**src/source/fetch_pkg.sv**
```systemverilog
package fetch_pkg;

    // core widths
    localparam int XLEN = 64;
    localparam int ILEN = 32;

    // first fetch address out of reset
    localparam logic [XLEN-1:0] RESET_PC = 64'h0000_0000_8000_0000;

    // default fetch queue size
    localparam int FQ_DEPTH = 4;

    // predecode class codes
    localparam logic [1:0] CLS_OTHER  = 2'd0;
    localparam logic [1:0] CLS_JAL    = 2'd1;
    localparam logic [1:0] CLS_JALR   = 2'd2;
    localparam logic [1:0] CLS_BRANCH = 2'd3;

    // major opcodes that predecode cares about
    localparam logic [6:0] OPC_JAL    = 7'b110_1111;
    localparam logic [6:0] OPC_JALR   = 7'b110_0111;
    localparam logic [6:0] OPC_BRANCH = 7'b110_0011;

    // one instruction word, two decodings
    typedef union packed {
        // I-format, used for jalr
        struct packed {
            logic [11:0] imm12;
            logic [4:0]  rs1;
            logic [2:0]  funct3;
            logic [4:0]  rd;
            logic [6:0]  opcode;
        } i_fmt;
        // J-format, imm20 holds imm[20|10:1|11|19:12]
        struct packed {
            logic [19:0] imm20;
            logic [4:0]  rd;
            logic [6:0]  opcode;
        } j_fmt;
    } inst_u;

endpackage

```
**src/source/fetch_queue.sv**
```systemverilog
module fetch_queue #(
    parameter int DEPTH = fetch_pkg::FQ_DEPTH
) (
    input  logic                       clk,
    input  logic                       rst_n_i,
    input  logic                       flush_i,
    input  logic                       push_i,
    input  logic [fetch_pkg::XLEN-1:0] push_pc_i,
    input  logic [fetch_pkg::ILEN-1:0] push_inst_i,
    input  logic                       push_fault_i,
    input  logic                       pop_i,
    output logic                       space_o,
    output logic                       q_valid_o,
    output logic [fetch_pkg::XLEN-1:0] q_pc_o,
    output logic [fetch_pkg::ILEN-1:0] q_inst_o,
    output logic                       q_fault_o
);
    import fetch_pkg::*;

    logic [XLEN-1:0]            pc_mem    [DEPTH];
    logic [ILEN-1:0]            inst_mem  [DEPTH];
    logic                       fault_mem [DEPTH];
    logic [$clog2(DEPTH)-1:0]   wr_ptr_q;
    logic [$clog2(DEPTH)-1:0]   rd_ptr_q;
    logic [$clog2(DEPTH+1)-1:0] count_q;
    logic                       do_push;
    logic                       do_pop;

    // flush wins over both ports
    assign do_push = push_i & ~flush_i;
    assign do_pop  = pop_i & ~flush_i;

    always_ff @(posedge clk or negedge rst_n_i) begin
        if (!rst_n_i) begin
            wr_ptr_q <= '0;
            rd_ptr_q <= '0;
            count_q  <= '0;
        end else if (flush_i) begin
            wr_ptr_q <= '0;
            rd_ptr_q <= '0;
            count_q  <= '0;
        end else begin
            if (do_push) begin
                if (int'(wr_ptr_q) == DEPTH - 1) begin
                    wr_ptr_q <= '0;
                end else begin
                    wr_ptr_q <= wr_ptr_q + 1'b1;
                end
            end
            if (do_pop) begin
                if (int'(rd_ptr_q) == DEPTH - 1) begin
                    rd_ptr_q <= '0;
                end else begin
                    rd_ptr_q <= rd_ptr_q + 1'b1;
                end
            end
            // simultaneous push and pop keeps the count
            case ({do_push, do_pop})
                2'b10:   count_q <= count_q + 1'b1;
                2'b01:   count_q <= count_q - 1'b1;
                default: count_q <= count_q;
            endcase
        end
    end

    // entry storage
    always_ff @(posedge clk) begin
        if (do_push) begin
            pc_mem[wr_ptr_q]    <= push_pc_i;
            inst_mem[wr_ptr_q]  <= push_inst_i;
            fault_mem[wr_ptr_q] <= push_fault_i;
        end
    end

    assign space_o   = int'(count_q) < DEPTH;
    assign q_valid_o = count_q != '0;
    assign q_pc_o    = pc_mem[rd_ptr_q];
    assign q_inst_o  = inst_mem[rd_ptr_q];
    assign q_fault_o = fault_mem[rd_ptr_q];

    // fetch only starts a transfer when there was room
    fq_no_overflow: assert property (
        @(posedge clk) disable iff (!rst_n_i)
        push_i |-> space_o
    );

    fq_no_underflow: assert property (
        @(posedge clk) disable iff (!rst_n_i)
        pop_i |-> q_valid_o
    );

endmodule

```
**src/source/fetch_top.sv**
```systemverilog
module fetch_top (
    input  logic                       clk,
    input  logic                       rst_n_i,
    // APB requester
    output logic                       psel_o,
    output logic                       penable_o,
    output logic [fetch_pkg::XLEN-1:0] paddr_o,
    input  logic [fetch_pkg::ILEN-1:0] prdata_i,
    input  logic                       pready_i,
    input  logic                       pslverr_i,
    // redirects from the back end
    input  logic                       redir_jal_i,
    input  logic                       redir_branch_i,
    input  logic                       branch_zero_i,
    input  logic                       redir_jalr_i,
    input  logic [fetch_pkg::XLEN-1:0] redir_pc_i,
    input  logic [fetch_pkg::XLEN-1:0] redir_imm_i,
    input  logic [fetch_pkg::XLEN-1:0] redir_rs1_i,
    input  logic                       trap_i,
    input  logic [fetch_pkg::XLEN-1:0] trap_vec_i,
    // decode handshake
    output logic                       dec_valid_o,
    input  logic                       dec_ready_i,
    output logic [fetch_pkg::XLEN-1:0] dec_pc_o,
    output logic [fetch_pkg::ILEN-1:0] dec_inst_o,
    output logic [1:0]                 dec_class_o,
    output logic [fetch_pkg::XLEN-1:0] dec_imm_o,
    output logic                       dec_fault_o
);
    import fetch_pkg::*;

    logic            push;
    logic [XLEN-1:0] push_pc;
    logic [ILEN-1:0] push_inst;
    logic            push_fault;
    logic            flush;
    logic            space;
    logic            pop;
    logic            q_valid;
    logic [XLEN-1:0] q_pc;
    logic [ILEN-1:0] q_inst;
    logic            q_fault;

    fetch_unit u_fetch_unit (
        .clk            (clk),
        .rst_n_i        (rst_n_i),
        .space_i        (space),
        .prdata_i       (prdata_i),
        .pready_i       (pready_i),
        .pslverr_i      (pslverr_i),
        .redir_jal_i    (redir_jal_i),
        .redir_branch_i (redir_branch_i),
        .branch_zero_i  (branch_zero_i),
        .redir_jalr_i   (redir_jalr_i),
        .trap_i         (trap_i),
        .redir_pc_i     (redir_pc_i),
        .redir_imm_i    (redir_imm_i),
        .redir_rs1_i    (redir_rs1_i),
        .trap_vec_i     (trap_vec_i),
        .psel_o         (psel_o),
        .penable_o      (penable_o),
        .paddr_o        (paddr_o),
        .push_o         (push),
        .push_pc_o      (push_pc),
        .push_inst_o    (push_inst),
        .push_fault_o   (push_fault),
        .flush_o        (flush)
    );

    fetch_queue #(
        .DEPTH (FQ_DEPTH)
    ) u_fetch_queue (
        .clk          (clk),
        .rst_n_i      (rst_n_i),
        .flush_i      (flush),
        .push_i       (push),
        .push_pc_i    (push_pc),
        .push_inst_i  (push_inst),
        .push_fault_i (push_fault),
        .pop_i        (pop),
        .space_o      (space),
        .q_valid_o    (q_valid),
        .q_pc_o       (q_pc),
        .q_inst_o     (q_inst),
        .q_fault_o    (q_fault)
    );

    inst_predecode u_inst_predecode (
        .clk         (clk),
        .rst_n_i     (rst_n_i),
        .flush_i     (flush),
        .q_valid_i   (q_valid),
        .q_pc_i      (q_pc),
        .q_inst_i    (q_inst),
        .q_fault_i   (q_fault),
        .dec_ready_i (dec_ready_i),
        .pop_o       (pop),
        .dec_valid_o (dec_valid_o),
        .dec_pc_o    (dec_pc_o),
        .dec_inst_o  (dec_inst_o),
        .dec_class_o (dec_class_o),
        .dec_imm_o   (dec_imm_o),
        .dec_fault_o (dec_fault_o)
    );

endmodule

```
**src/source/fetch_unit.sv**
```systemverilog
module fetch_unit (
    input  logic                       clk,
    input  logic                       rst_n_i,
    input  logic                       space_i,
    input  logic [fetch_pkg::ILEN-1:0] prdata_i,
    input  logic                       pready_i,
    input  logic                       pslverr_i,
    input  logic                       redir_jal_i,
    input  logic                       redir_branch_i,
    input  logic                       branch_zero_i,
    input  logic                       redir_jalr_i,
    input  logic                       trap_i,
    input  logic [fetch_pkg::XLEN-1:0] redir_pc_i,
    input  logic [fetch_pkg::XLEN-1:0] redir_imm_i,
    input  logic [fetch_pkg::XLEN-1:0] redir_rs1_i,
    input  logic [fetch_pkg::XLEN-1:0] trap_vec_i,
    output logic                       psel_o,
    output logic                       penable_o,
    output logic [fetch_pkg::XLEN-1:0] paddr_o,
    output logic                       push_o,
    output logic [fetch_pkg::XLEN-1:0] push_pc_o,
    output logic [fetch_pkg::ILEN-1:0] push_inst_o,
    output logic                       push_fault_o,
    output logic                       flush_o
);
    import fetch_pkg::*;

    logic [XLEN-1:0] pc_q;
    logic [XLEN-1:0] paddr_q;
    logic            psel_q;
    logic            penable_q;
    logic            drop_q;
    logic            take_pc_imm;
    logic            redir;
    logic            done;
    logic [XLEN-1:0] jalr_sum;
    logic [XLEN-1:0] redir_target;

    // jal and taken branch share the pc-relative adder
    assign take_pc_imm = redir_jal_i | (redir_branch_i & branch_zero_i);
    assign redir       = take_pc_imm | redir_jalr_i | trap_i;
    assign jalr_sum    = redir_rs1_i + redir_imm_i;

    // priority order is pc-relative then jalr then trap
    always_comb begin
        if (take_pc_imm) begin
            redir_target = redir_pc_i + redir_imm_i;
        end else if (redir_jalr_i) begin
            redir_target = {jalr_sum[XLEN-1:1], 1'b0};
        end else begin
            redir_target = trap_vec_i;
        end
    end

    // last access cycle of the current transfer
    assign done = psel_q & penable_q & pready_i;

    // psel/penable double as the idle/setup/access state
    always_ff @(posedge clk or negedge rst_n_i) begin
        if (!rst_n_i) begin
            psel_q    <= 1'b0;
            penable_q <= 1'b0;
        end else if (done) begin
            psel_q    <= 1'b0;
            penable_q <= 1'b0;
        end else if (psel_q) begin
            penable_q <= 1'b1;
        end else if (space_i && !redir) begin
            psel_q <= 1'b1;
        end
    end

    // address latched at setup so a redirect cannot move it mid-transfer
    always_ff @(posedge clk) begin
        if (!psel_q && space_i && !redir) begin
            paddr_q <= pc_q;
        end
    end

    // transfer overtaken by a redirect has its result thrown away
    always_ff @(posedge clk or negedge rst_n_i) begin
        if (!rst_n_i) begin
            drop_q <= 1'b0;
        end else if (done) begin
            drop_q <= 1'b0;
        end else if (redir && psel_q) begin
            drop_q <= 1'b1;
        end
    end

    always_ff @(posedge clk or negedge rst_n_i) begin
        if (!rst_n_i) begin
            pc_q <= RESET_PC;
        end else if (redir) begin
            pc_q <= redir_target;
        end else if (done && !drop_q) begin
            // bus errors advance too
            pc_q <= paddr_q + XLEN'(4);
        end
    end

    assign psel_o    = psel_q;
    assign penable_o = penable_q;
    assign paddr_o   = paddr_q;

    // word from a stale transfer never reaches the queue
    assign push_o       = done & ~drop_q & ~redir;
    assign push_pc_o    = paddr_q;
    assign push_inst_o  = pslverr_i ? '0 : prdata_i;
    assign push_fault_o = pslverr_i;
    assign flush_o      = redir;

    apb_penable_needs_psel: assert property (
        @(posedge clk) disable iff (!rst_n_i)
        penable_o |-> psel_o
    );

    // address held from setup up to the completing cycle
    apb_addr_stable: assert property (
        @(posedge clk) disable iff (!rst_n_i)
        (psel_o && !(penable_o && pready_i)) |=> $stable(paddr_o)
    );

    apb_addr_aligned: assert property (
        @(posedge clk) disable iff (!rst_n_i)
        psel_o |-> (paddr_o[0] == 1'b0)
    );

endmodule

```
**src/source/inst_predecode.sv**
```systemverilog
module inst_predecode (
    input  logic                       clk,
    input  logic                       rst_n_i,
    input  logic                       flush_i,
    input  logic                       q_valid_i,
    input  logic [fetch_pkg::XLEN-1:0] q_pc_i,
    input  logic [fetch_pkg::ILEN-1:0] q_inst_i,
    input  logic                       q_fault_i,
    input  logic                       dec_ready_i,
    output logic                       pop_o,
    output logic                       dec_valid_o,
    output logic [fetch_pkg::XLEN-1:0] dec_pc_o,
    output logic [fetch_pkg::ILEN-1:0] dec_inst_o,
    output logic [1:0]                 dec_class_o,
    output logic [fetch_pkg::XLEN-1:0] dec_imm_o,
    output logic                       dec_fault_o
);
    import fetch_pkg::*;

    inst_u           word;
    logic [1:0]      cls;
    logic [XLEN-1:0] imm_j;
    logic [XLEN-1:0] imm_i;
    logic [XLEN-1:0] imm;
    logic            valid_q;
    logic [XLEN-1:0] pc_q;
    logic [ILEN-1:0] inst_q;
    logic [1:0]      cls_q;
    logic [XLEN-1:0] imm_q;
    logic            fault_q;

    assign word = q_inst_i;

    // unscramble imm[20|10:1|11|19:12]
    assign imm_j = {{(XLEN-21){word.j_fmt.imm20[19]}},
                    word.j_fmt.imm20[19],
                    word.j_fmt.imm20[7:0],
                    word.j_fmt.imm20[8],
                    word.j_fmt.imm20[18:9],
                    1'b0};
    assign imm_i = {{(XLEN-12){word.i_fmt.imm12[11]}}, word.i_fmt.imm12};

    // faulted entries carry no valid opcode
    always_comb begin
        cls = CLS_OTHER;
        if (!q_fault_i) begin
            case (word.i_fmt.opcode)
                OPC_JAL:    cls = CLS_JAL;
                OPC_JALR:   cls = CLS_JALR;
                OPC_BRANCH: cls = CLS_BRANCH;
                default:    cls = CLS_OTHER;
            endcase
        end
    end

    always_comb begin
        case (cls)
            CLS_JAL:  imm = imm_j;
            CLS_JALR: imm = imm_i;
            default:  imm = '0;
        endcase
    end

    // refill when empty or when the held entry leaves this cycle
    assign pop_o = q_valid_i & (~valid_q | dec_ready_i) & ~flush_i;

    always_ff @(posedge clk or negedge rst_n_i) begin
        if (!rst_n_i) begin
            valid_q <= 1'b0;
        end else if (flush_i) begin
            valid_q <= 1'b0;
        end else if (!valid_q || dec_ready_i) begin
            valid_q <= q_valid_i;
        end
    end

    always_ff @(posedge clk) begin
        if (pop_o) begin
            pc_q    <= q_pc_i;
            inst_q  <= q_inst_i;
            cls_q   <= cls;
            imm_q   <= imm;
            fault_q <= q_fault_i;
        end
    end

    assign dec_valid_o = valid_q;
    assign dec_pc_o    = pc_q;
    assign dec_inst_o  = inst_q;
    assign dec_class_o = cls_q;
    assign dec_imm_o   = imm_q;
    assign dec_fault_o = fault_q;

    // held entry must not change under back-pressure
    dec_hold_stable: assert property (
        @(posedge clk) disable iff (!rst_n_i)
        (dec_valid_o && !dec_ready_i && !flush_i) |=>
            (dec_valid_o && $stable(dec_pc_o) && $stable(dec_inst_o) &&
             $stable(dec_class_o) && $stable(dec_imm_o) && $stable(dec_fault_o))
    );

endmodule

```
**config.mk**
```make
export PLATFORM = sky130hd
export DESIGN_NAME = fetch_top
export DESIGN_NICKNAME = d
export VERILOG_FILES = /design/src/source/fetch_pkg.sv /design/src/source/fetch_queue.sv /design/src/source/fetch_top.sv /design/src/source/fetch_unit.sv /design/src/source/inst_predecode.sv
export SDC_FILE = /design/constraint.sdc
export NUM_CORES = 1
export LEC_CHECK = 0
export ABC_CLOCK_PERIOD_IN_PS = 15000
export BUFFER_PORTS_ARGS = -buffer_cell sky130_fd_sc_hd__buf_4
export CORE_ASPECT_RATIO = 1.75
export CORE_MARGIN = 2
export CORE_UTILIZATION = 53
export DETAILED_ROUTE_END_ITERATION = 8
export PLACE_DENSITY = 0.75
export SLEW_MARGIN = 10
export SYNTH_ARGS = -nofsm -noshare
export SYNTH_HDL_FRONTEND = slang
export SYNTH_SLANG_ARGS = --single-unit
```
**constraint.sdc**
```tcl
create_clock -name clk -period 15 [get_ports clk]
set_clock_uncertainty 0.05 [all_clocks]
set_input_delay 1.5 -clock clk [delete_from_list [all_inputs] [get_ports clk]]
set_output_delay 1.5 -clock clk [all_outputs]
set_load 0.1 [all_outputs]
```
Word-level counts from Yosys, hierarchy flattened
Memory sizes are Yosys's and may differ from the RTL's. A register that Yosys moved wholly into a read port is not among the register bits.
Cells that the tools add are included.

operators by class
  add/sub/neg operators = 7
  equal/unequal tests = 9
  magnitude comparators = 1
  bitwise operators = 16
  mux-type cells = 27
  reductions and logical operators = 18

operator list
  operator                 count
  $mux W64                 4
  $add A64 B64 Y64         2
  $pmux W64 S2             1
  $add A64 B3 Y64 const B  1
  $mux W32                 1
  $eq A7 B7 Y1 const B     3
  $mux W2                  7
  $reduce_bool A2 Y1       6
  $mux W1                  11
  $and A1 B1 Y1            9
  $eq A2 B1 Y1 const B     4
  $pmux W2 S3              1
  $pmux W3 S2              1
  $reduce_bool A3 Y1       2
  $logic_and A1 B1 Y1      5
  $add A2 B1 Y2 const B    2
  $eq A2 B2 Y1 const B     2
  $logic_not A1 Y1         4
  $or A1 B1 Y1             4
  $add A3 B1 Y3 const B    1
  $lt A3 B3 Y1 const B     1
  $mux W3                  1
  $not A1 Y1               3
  $sub A3 B1 Y3 const B    1
  $logic_or A1 B1 Y1       1

storage, ports and cells
  word-level logic and storage cells = 94
  memories kept = 3
  register bits = 238
  bits in writable memories = 388
  bits of input ports = 298

memory list
  name                     words  bits a word  read ports  clocked after memory_dff  write ports  RTL line           text
  u_fetch_queue.pc_mem     4      64           1           1                         1            fetch_queue.sv:20  logic [XLEN-1:0] pc_mem [DEPTH];
  u_fetch_queue.inst_mem   4      32           1           0                         1            fetch_queue.sv:21  logic [ILEN-1:0] inst_mem [DEPTH];
  u_fetch_queue.fault_mem  4      1            1           0                         1            fetch_queue.sv:22  logic fault_mem [DEPTH];

Logic depth before layout (Yosys ltp)
  depth after elaboration = 10
  mapped depth = 12
  gate-level depth less buffers = 12

Hierarchy
Synthesis repeated with hierarchy kept, for this count alone.

unflattened totals
  cells, all modules = 2,771
  area, all modules = 34,390.5 um2

modules (own cells, without submodules)
  module          times used  seq. area each (um2)  cells each  area each (um2)
  fetch_unit      1           3,599.7               2,010       15,671.3
  fetch_queue     1           11,826.3              550         14,422.6
  inst_predecode  1           3,628.5               211         4,296.6

Worst setup path before layout
No wires, ideal clock.

  path type = input-to-reg
  from = in redir_jalr_i
  to = reg u_fetch_queue.count_q[2]
  library setup time = 0.078 ns
  stages = 9
  data arrival time = 9.085 ns
  path buffers = 2
  setup slack = 5.787 ns
  data required time = 14.872 ns
  cell sequence = clkbuf_1 > or3_1 > clkbuf_1 > nor2b_1 > ha_1 > fa_1 > xnor2_1 > or3_1 > a21oi_1

between the ends
  word-level cells in the longest chain between the ends = 8
  elaborated cells on any way between the ends = 12
  those cells by class = eq/ne: 2; mux: 2; bitwise: 7; reduce/logical: 1

RTL lines
  what                                          RTL line              text
  start: declaration                            fetch_top.sv:15       input logic redir_jalr_i,
  $or A1 B1 Y1 (*) (2 in a row)                 fetch_unit.sv:41      assign redir = take_pc_imm | redir_jalr_i | trap_i;
  $not A1 Y1 (*)                                inst_predecode.sv:65  assign pop_o = q_valid_i & (~valid_q | dec_ready_i) & ~flush_i;
  $and A1 B1 Y1 (*)                             inst_predecode.sv:65
  net pop                                       fetch_top.sv:38       logic pop;
  $and A1 B1 Y1 (*)                             fetch_queue.sv:31     assign do_pop = pop_i & ~flush_i;
  $eq A2 B1 Y1 or $eq A2 B2 Y1 (tied branches)  fetch_queue.sv:58     case ({do_push, do_pop})
  $pmux W3 S2                                   fetch_queue.sv:58
  $mux W3                                       fetch_queue.sv:38     end else if (flush_i) begin
  end signal: assignment                        fetch_queue.sv:59     2'b10: count_q <= count_q + 1'b1;
  end signal: assignment                        fetch_queue.sv:60     2'b01: count_q <= count_q - 1'b1;
  end signal: assignment                        fetch_queue.sv:61     default: count_q <= count_q;
  end: declaration                              fetch_queue.sv:25     logic [$clog2(DEPTH+1)-1:0] count_q;

Mark *: on every way through the listed nets, which the timed path passes. The rest lies on a longest branch.
A chain may end at the register's enable or synchronous reset.

Final worst setup path
  from = in redir_imm_i[28] in the netlist's numbering
  to = reg u_fetch_unit.pc_q[62]

between the ends
  word-level cells in the longest chain between the ends = 4
  elaborated cells on any way between the ends = 5
  those cells by class = add/sub: 2; mux: 3

RTL lines
  what                    RTL line          text
  start: declaration      fetch_top.sv:17   input logic [fetch_pkg::XLEN-1:0] redir_imm_i,
  $add A64 B64 Y64        fetch_unit.sv:42  assign jalr_sum = redir_rs1_i + redir_imm_i;
  $mux W64                fetch_unit.sv:48  end else if (redir_jalr_i) begin
  $mux W64 (*)            fetch_unit.sv:46  if (take_pc_imm) begin
  $mux W64 (*)            fetch_unit.sv:94  end else if (redir) begin
  end signal: assignment  fetch_unit.sv:95  pc_q <= redir_target;
  end signal: assignment  fetch_unit.sv:98  pc_q <= paddr_q + XLEN'(4);
  end: declaration        fetch_unit.sv:28  logic [XLEN-1:0] pc_q;

Mark *: on every way between the ends. The rest lies on a longest branch, timed or not.

==> impl_metrics.py <==
metrics = {
    "worst_setup_path": {
        "worst-endpoint-required_ps": 15410,
        "crit_type": "in -> reg",
        "worstReg2RegStart": "u_fetch_unit.psel_o",
        "critical_path_arrival_ps": 5370,
        "worst_setup_path_start_kind": "primary input",
        "timing.reg2reg.setup_slack_ps": 11030,
        "worst_setup_path_startpoint": "redir_imm_i[28]",
        "critical_path.max_fanout": 6,
        "critical_path.endpoint_type": "flip-flop",
        "worst_r2r_path_depth": 5,
        "r2r_end": "u_fetch_queue.pc_mem[0][14]",
        "worstSetupEndpoint": "u_fetch_unit.pc_q[62]",
    },
    "floorplan": {
        "io-pin-count": 528,
        "initial_standard_cell_utilization_of_the_core": 0.537,
        "design.core.area_um2": 62200,
        "rows": 121,
        "die_area_um2": 65100,
        "die_w_um": 194,
        "chipHeight_um": 336,
    },
    "placement": {
        "port_buffers": 527,
        "place_ws_ps": 9550,
        "dp_hpwl_um": 79800,
        "gp_congestion": 1.03,
    },
    "synth": {
        "async_flop_share": 0.116,
        "ys_seq_area_frac": 0.571,
        "netlist_instances": 2668,
        "synth_enable_flop_cells": 572,
        "synth_warnings": 0,
        "syn-num-nets": 3103,
        "synth_cell_types": 82,
        "syn-mean-instance-area_um2": 12.5,
        "synthesis.area_um2": 33400,
        "ys_ff_latch": 647,
        "synth_flop_cell": "sky130_fd_sc_hd__edfxtp_1",
    },
    "power_and_ir_drop": {
        "leakagePower_nw": 14.6,
        "ir_drop_mv": 0.0944,
        "power.density_cell_area_nw_per_um2": 106,
    },
    "cts": {
        "root_buffer": "sky130_fd_sc_hd__clkbuf_16",
        "cts.path.max_buffers": 3,
        "hold_buffers": 0,
        "tritoncts_num_sinks": 647,
        "clk_latency_ps": 590,
        "cts-htree-levels": 2,
        "clkTransAtPathRegs_ps": 70,
        "cts-resized-gates": 0,
        "number_of_clock_buffers_inserted_by_tritoncts": 47,
        "cts_tree": "done",
        "post_cts_setup_driven_buffer_insertion_count": 0,
    },
    "finish": {
        "commonest_non_fill_non_tap_cells_in_the_layout": "sky130_fd_sc_hd__edfxtp_1 (572), sky130_fd_sc_hd__buf_4 (549), sky130_fd_sc_hd__a21oi_1 (234), sky130_fd_sc_hd__nand2_1 (201), sky130_fd_sc_hd__nor2_1 (180)",
        "layout.nets": 3524,
        "layout.core_utilization": 0.633,
        "area.growth.synth_to_final_pct": 18.0,
        "mostFrequentLayoutCell": "sky130_fd_sc_hd__edfxtp_1",
        "drive_gt1_frac": 0.243,
    },
    "sta": {
        "holdWs_ps": 393,
        "min_period_ps": 4960,
        "timing_max_transition_violations_final": 0,
        "worst_slack_ps": 10040,
        "rsz0062_at_grt": "no",
        "final_hold_viol_count": 0,
        "worst_slew_pin_slew_ps": 1230,
        "max_clock_freq_mhz": 202,
        "timing.max_slew.rel_slack": 0.178,
        "final.period_utilization": 0.331,
        "setup_tns_ps": 0,
        "setup-violations-final": 0,
    },
    "detailed_routing": {
        "drc": 0,
        "first_drt_pass_iteration_count": 7,
        "detailroute.via_count": 24643,
        "antenna_violating_nets_post_route": 0,
        "route.detailed.wl_per_inst_um": 26.9,
        "detailedRoute.firstIterationViolations": 2182,
        "via_per_inst": 6.27,
        "route.final.wire_length_um": 106000,
    },
    "global_route": {
        "grt_start_max_net_pins": 75,
        "grt_pass1_wl_um": 156000,
        "total_routing_usage_gr": 0.320,
        "grt_overflow_total": 0,
        "first_global_vias": 24810,
        "initial_antenna_violation_count": 7,
    },
    "status": {
        "status": "complete, no violations",
    },
    "worst_hold_path": {
        "min_path_type": "reg -> reg",
    },
    "run": {
        "timing.max_cap.violations": 0,
    },
}
[worst min-delay path by stage]
stage / slack, ps / depth (start not counted) / start / to
2_1_floorplan: 370 / 0 / u_fetch_unit.pc_q[51] / u_fetch_unit.paddr_o[51]
3_3_place_gp: 370 / 0 / u_fetch_unit.pc_q[37] / u_fetch_unit.paddr_o[37]
3_5_place_dp: 380 / 0 / u_fetch_unit.pc_q[37] / u_fetch_unit.paddr_o[37]
4_1_cts: 390 / 0 / u_fetch_unit.pc_q[55] / u_fetch_unit.paddr_o[55]
5_1_grt: 400 / 0 / u_fetch_unit.pc_q[7] / u_fetch_unit.paddr_o[7]
6_report: 390 / 0 / u_fetch_unit.pc_q[55] / u_fetch_unit.paddr_o[55]
[flip-flops by register name, indices dropped and copies added (netlist names)]
name / count
u_inst_predecode.dec_inst_o: 32
u_fetch_queue.fault_mem: 4
u_fetch_queue.pc_mem: 256
u_inst_predecode.dec_class_o: 2
u_inst_predecode.dec_fault_o: 1
u_inst_predecode.dec_pc_o: 64
u_fetch_queue.inst_mem: 128
u_fetch_queue.wr_ptr_q: 2
u_fetch_unit.pc_q: 64
u_fetch_unit.drop_q: 1
u_fetch_queue.count_q: 3
u_inst_predecode.dec_valid_o: 1
u_fetch_unit.paddr_o: 64
u_fetch_queue.rd_ptr_q: 2
u_fetch_unit.penable_o: 1
u_fetch_unit.psel_o: 1
u_inst_predecode.dec_imm_o: 21
[metrics by stage]
stage                     total power [mW]  cell area [um^2]  std cells
after global routing                  4.28             39400       3930
after global placement                2.79             37700       3839
after CTS                             4.16             39400       3927
after detailed placement              2.80             37700       3839
after floorplan                       2.53             33400       2668
final                                 4.16             39400       3932
[cell usage after synthesis, drive strengths merged (18+ instances only)]
master | instances | area, um^2
a21o | 61 | 458
nor2b | 55 | 344
a211oi | 61 | 458
mux4 | 97 | 2180
nor3 | 35 | 180
o21ai | 136 | 681
inv | 48 | 180
xor2 | 74 | 648
a21oi | 237 | 1200
xnor2 | 97 | 850
nand2 | 201 | 754
buf | 74 | 473
o21a | 18 | 135
ha | 134 | 1680
nand3 | 48 | 245
and3 | 18 | 118
dfrtp | 74 | 1850
nor2 | 181 | 679
edfxtp | 572 | 17200
o21bai | 27 | 203
nand4 | 69 | 447
clkbuf | 103 | 388
[cell type report]
class                           count  area (um^2)
Inverter                           48          180
Clock buffer                       56         1250
Tap cell                          799         1000
Multi-Input combinational cell   1796        13300
Fill cell                        4728        22800
Sequential cell                   647        19100
Timing Repair Buffer              549         4120
Clock inverter                     32          440
Antenna cell                        5         12.5
[layer usage]
metal,share of wire,GRT usage
met1,0.37,0.393
met2,0.50,0.562
met3,0.073,0.0456
met4,0.049,0.144
met5,0.00034,0
[cell families after synthesis]
kind of cell / share of synthesized area
xor gates and xnor gates: 0.0448
and+or+nand+nor: 0.0996
adders and majority gates: 0.0520
DFF: 0.571
AOI/OAI and AO/OA: 0.134
muxes: 0.0681
buffers and inverters: 0.0312
[power by group]
part / internal (mW) / total, mW / leakage (nW) / switching [mW]
registers: 2.01 / 2.05 / 6.10 / 0.0449
clock network: 0.776 / 1.38 / 0.825 / 0.606
logic: 0.260 / 0.722 / 7.69 / 0.462
[worst max-delay path, cell delays in order]
cell and delay (ps):
sky130_fd_sc_hd__buf_4 120, sky130_fd_sc_hd__ha_1 440, sky130_fd_sc_hd__nand4_1 340, sky130_fd_sc_hd__nor2_1 340
sky130_fd_sc_hd__nand2_1 140, sky130_fd_sc_hd__o32ai_1 910, sky130_fd_sc_hd__o21ai_0 310, sky130_fd_sc_hd__a2111oi_0 560
sky130_fd_sc_hd__nor2_1 130, sky130_fd_sc_hd__xor2_1 200, sky130_fd_sc_hd__a21oi_1 110, sky130_fd_sc_hd__a221o_1 270
No activity file was read; power rests on OpenSTA's default activity.
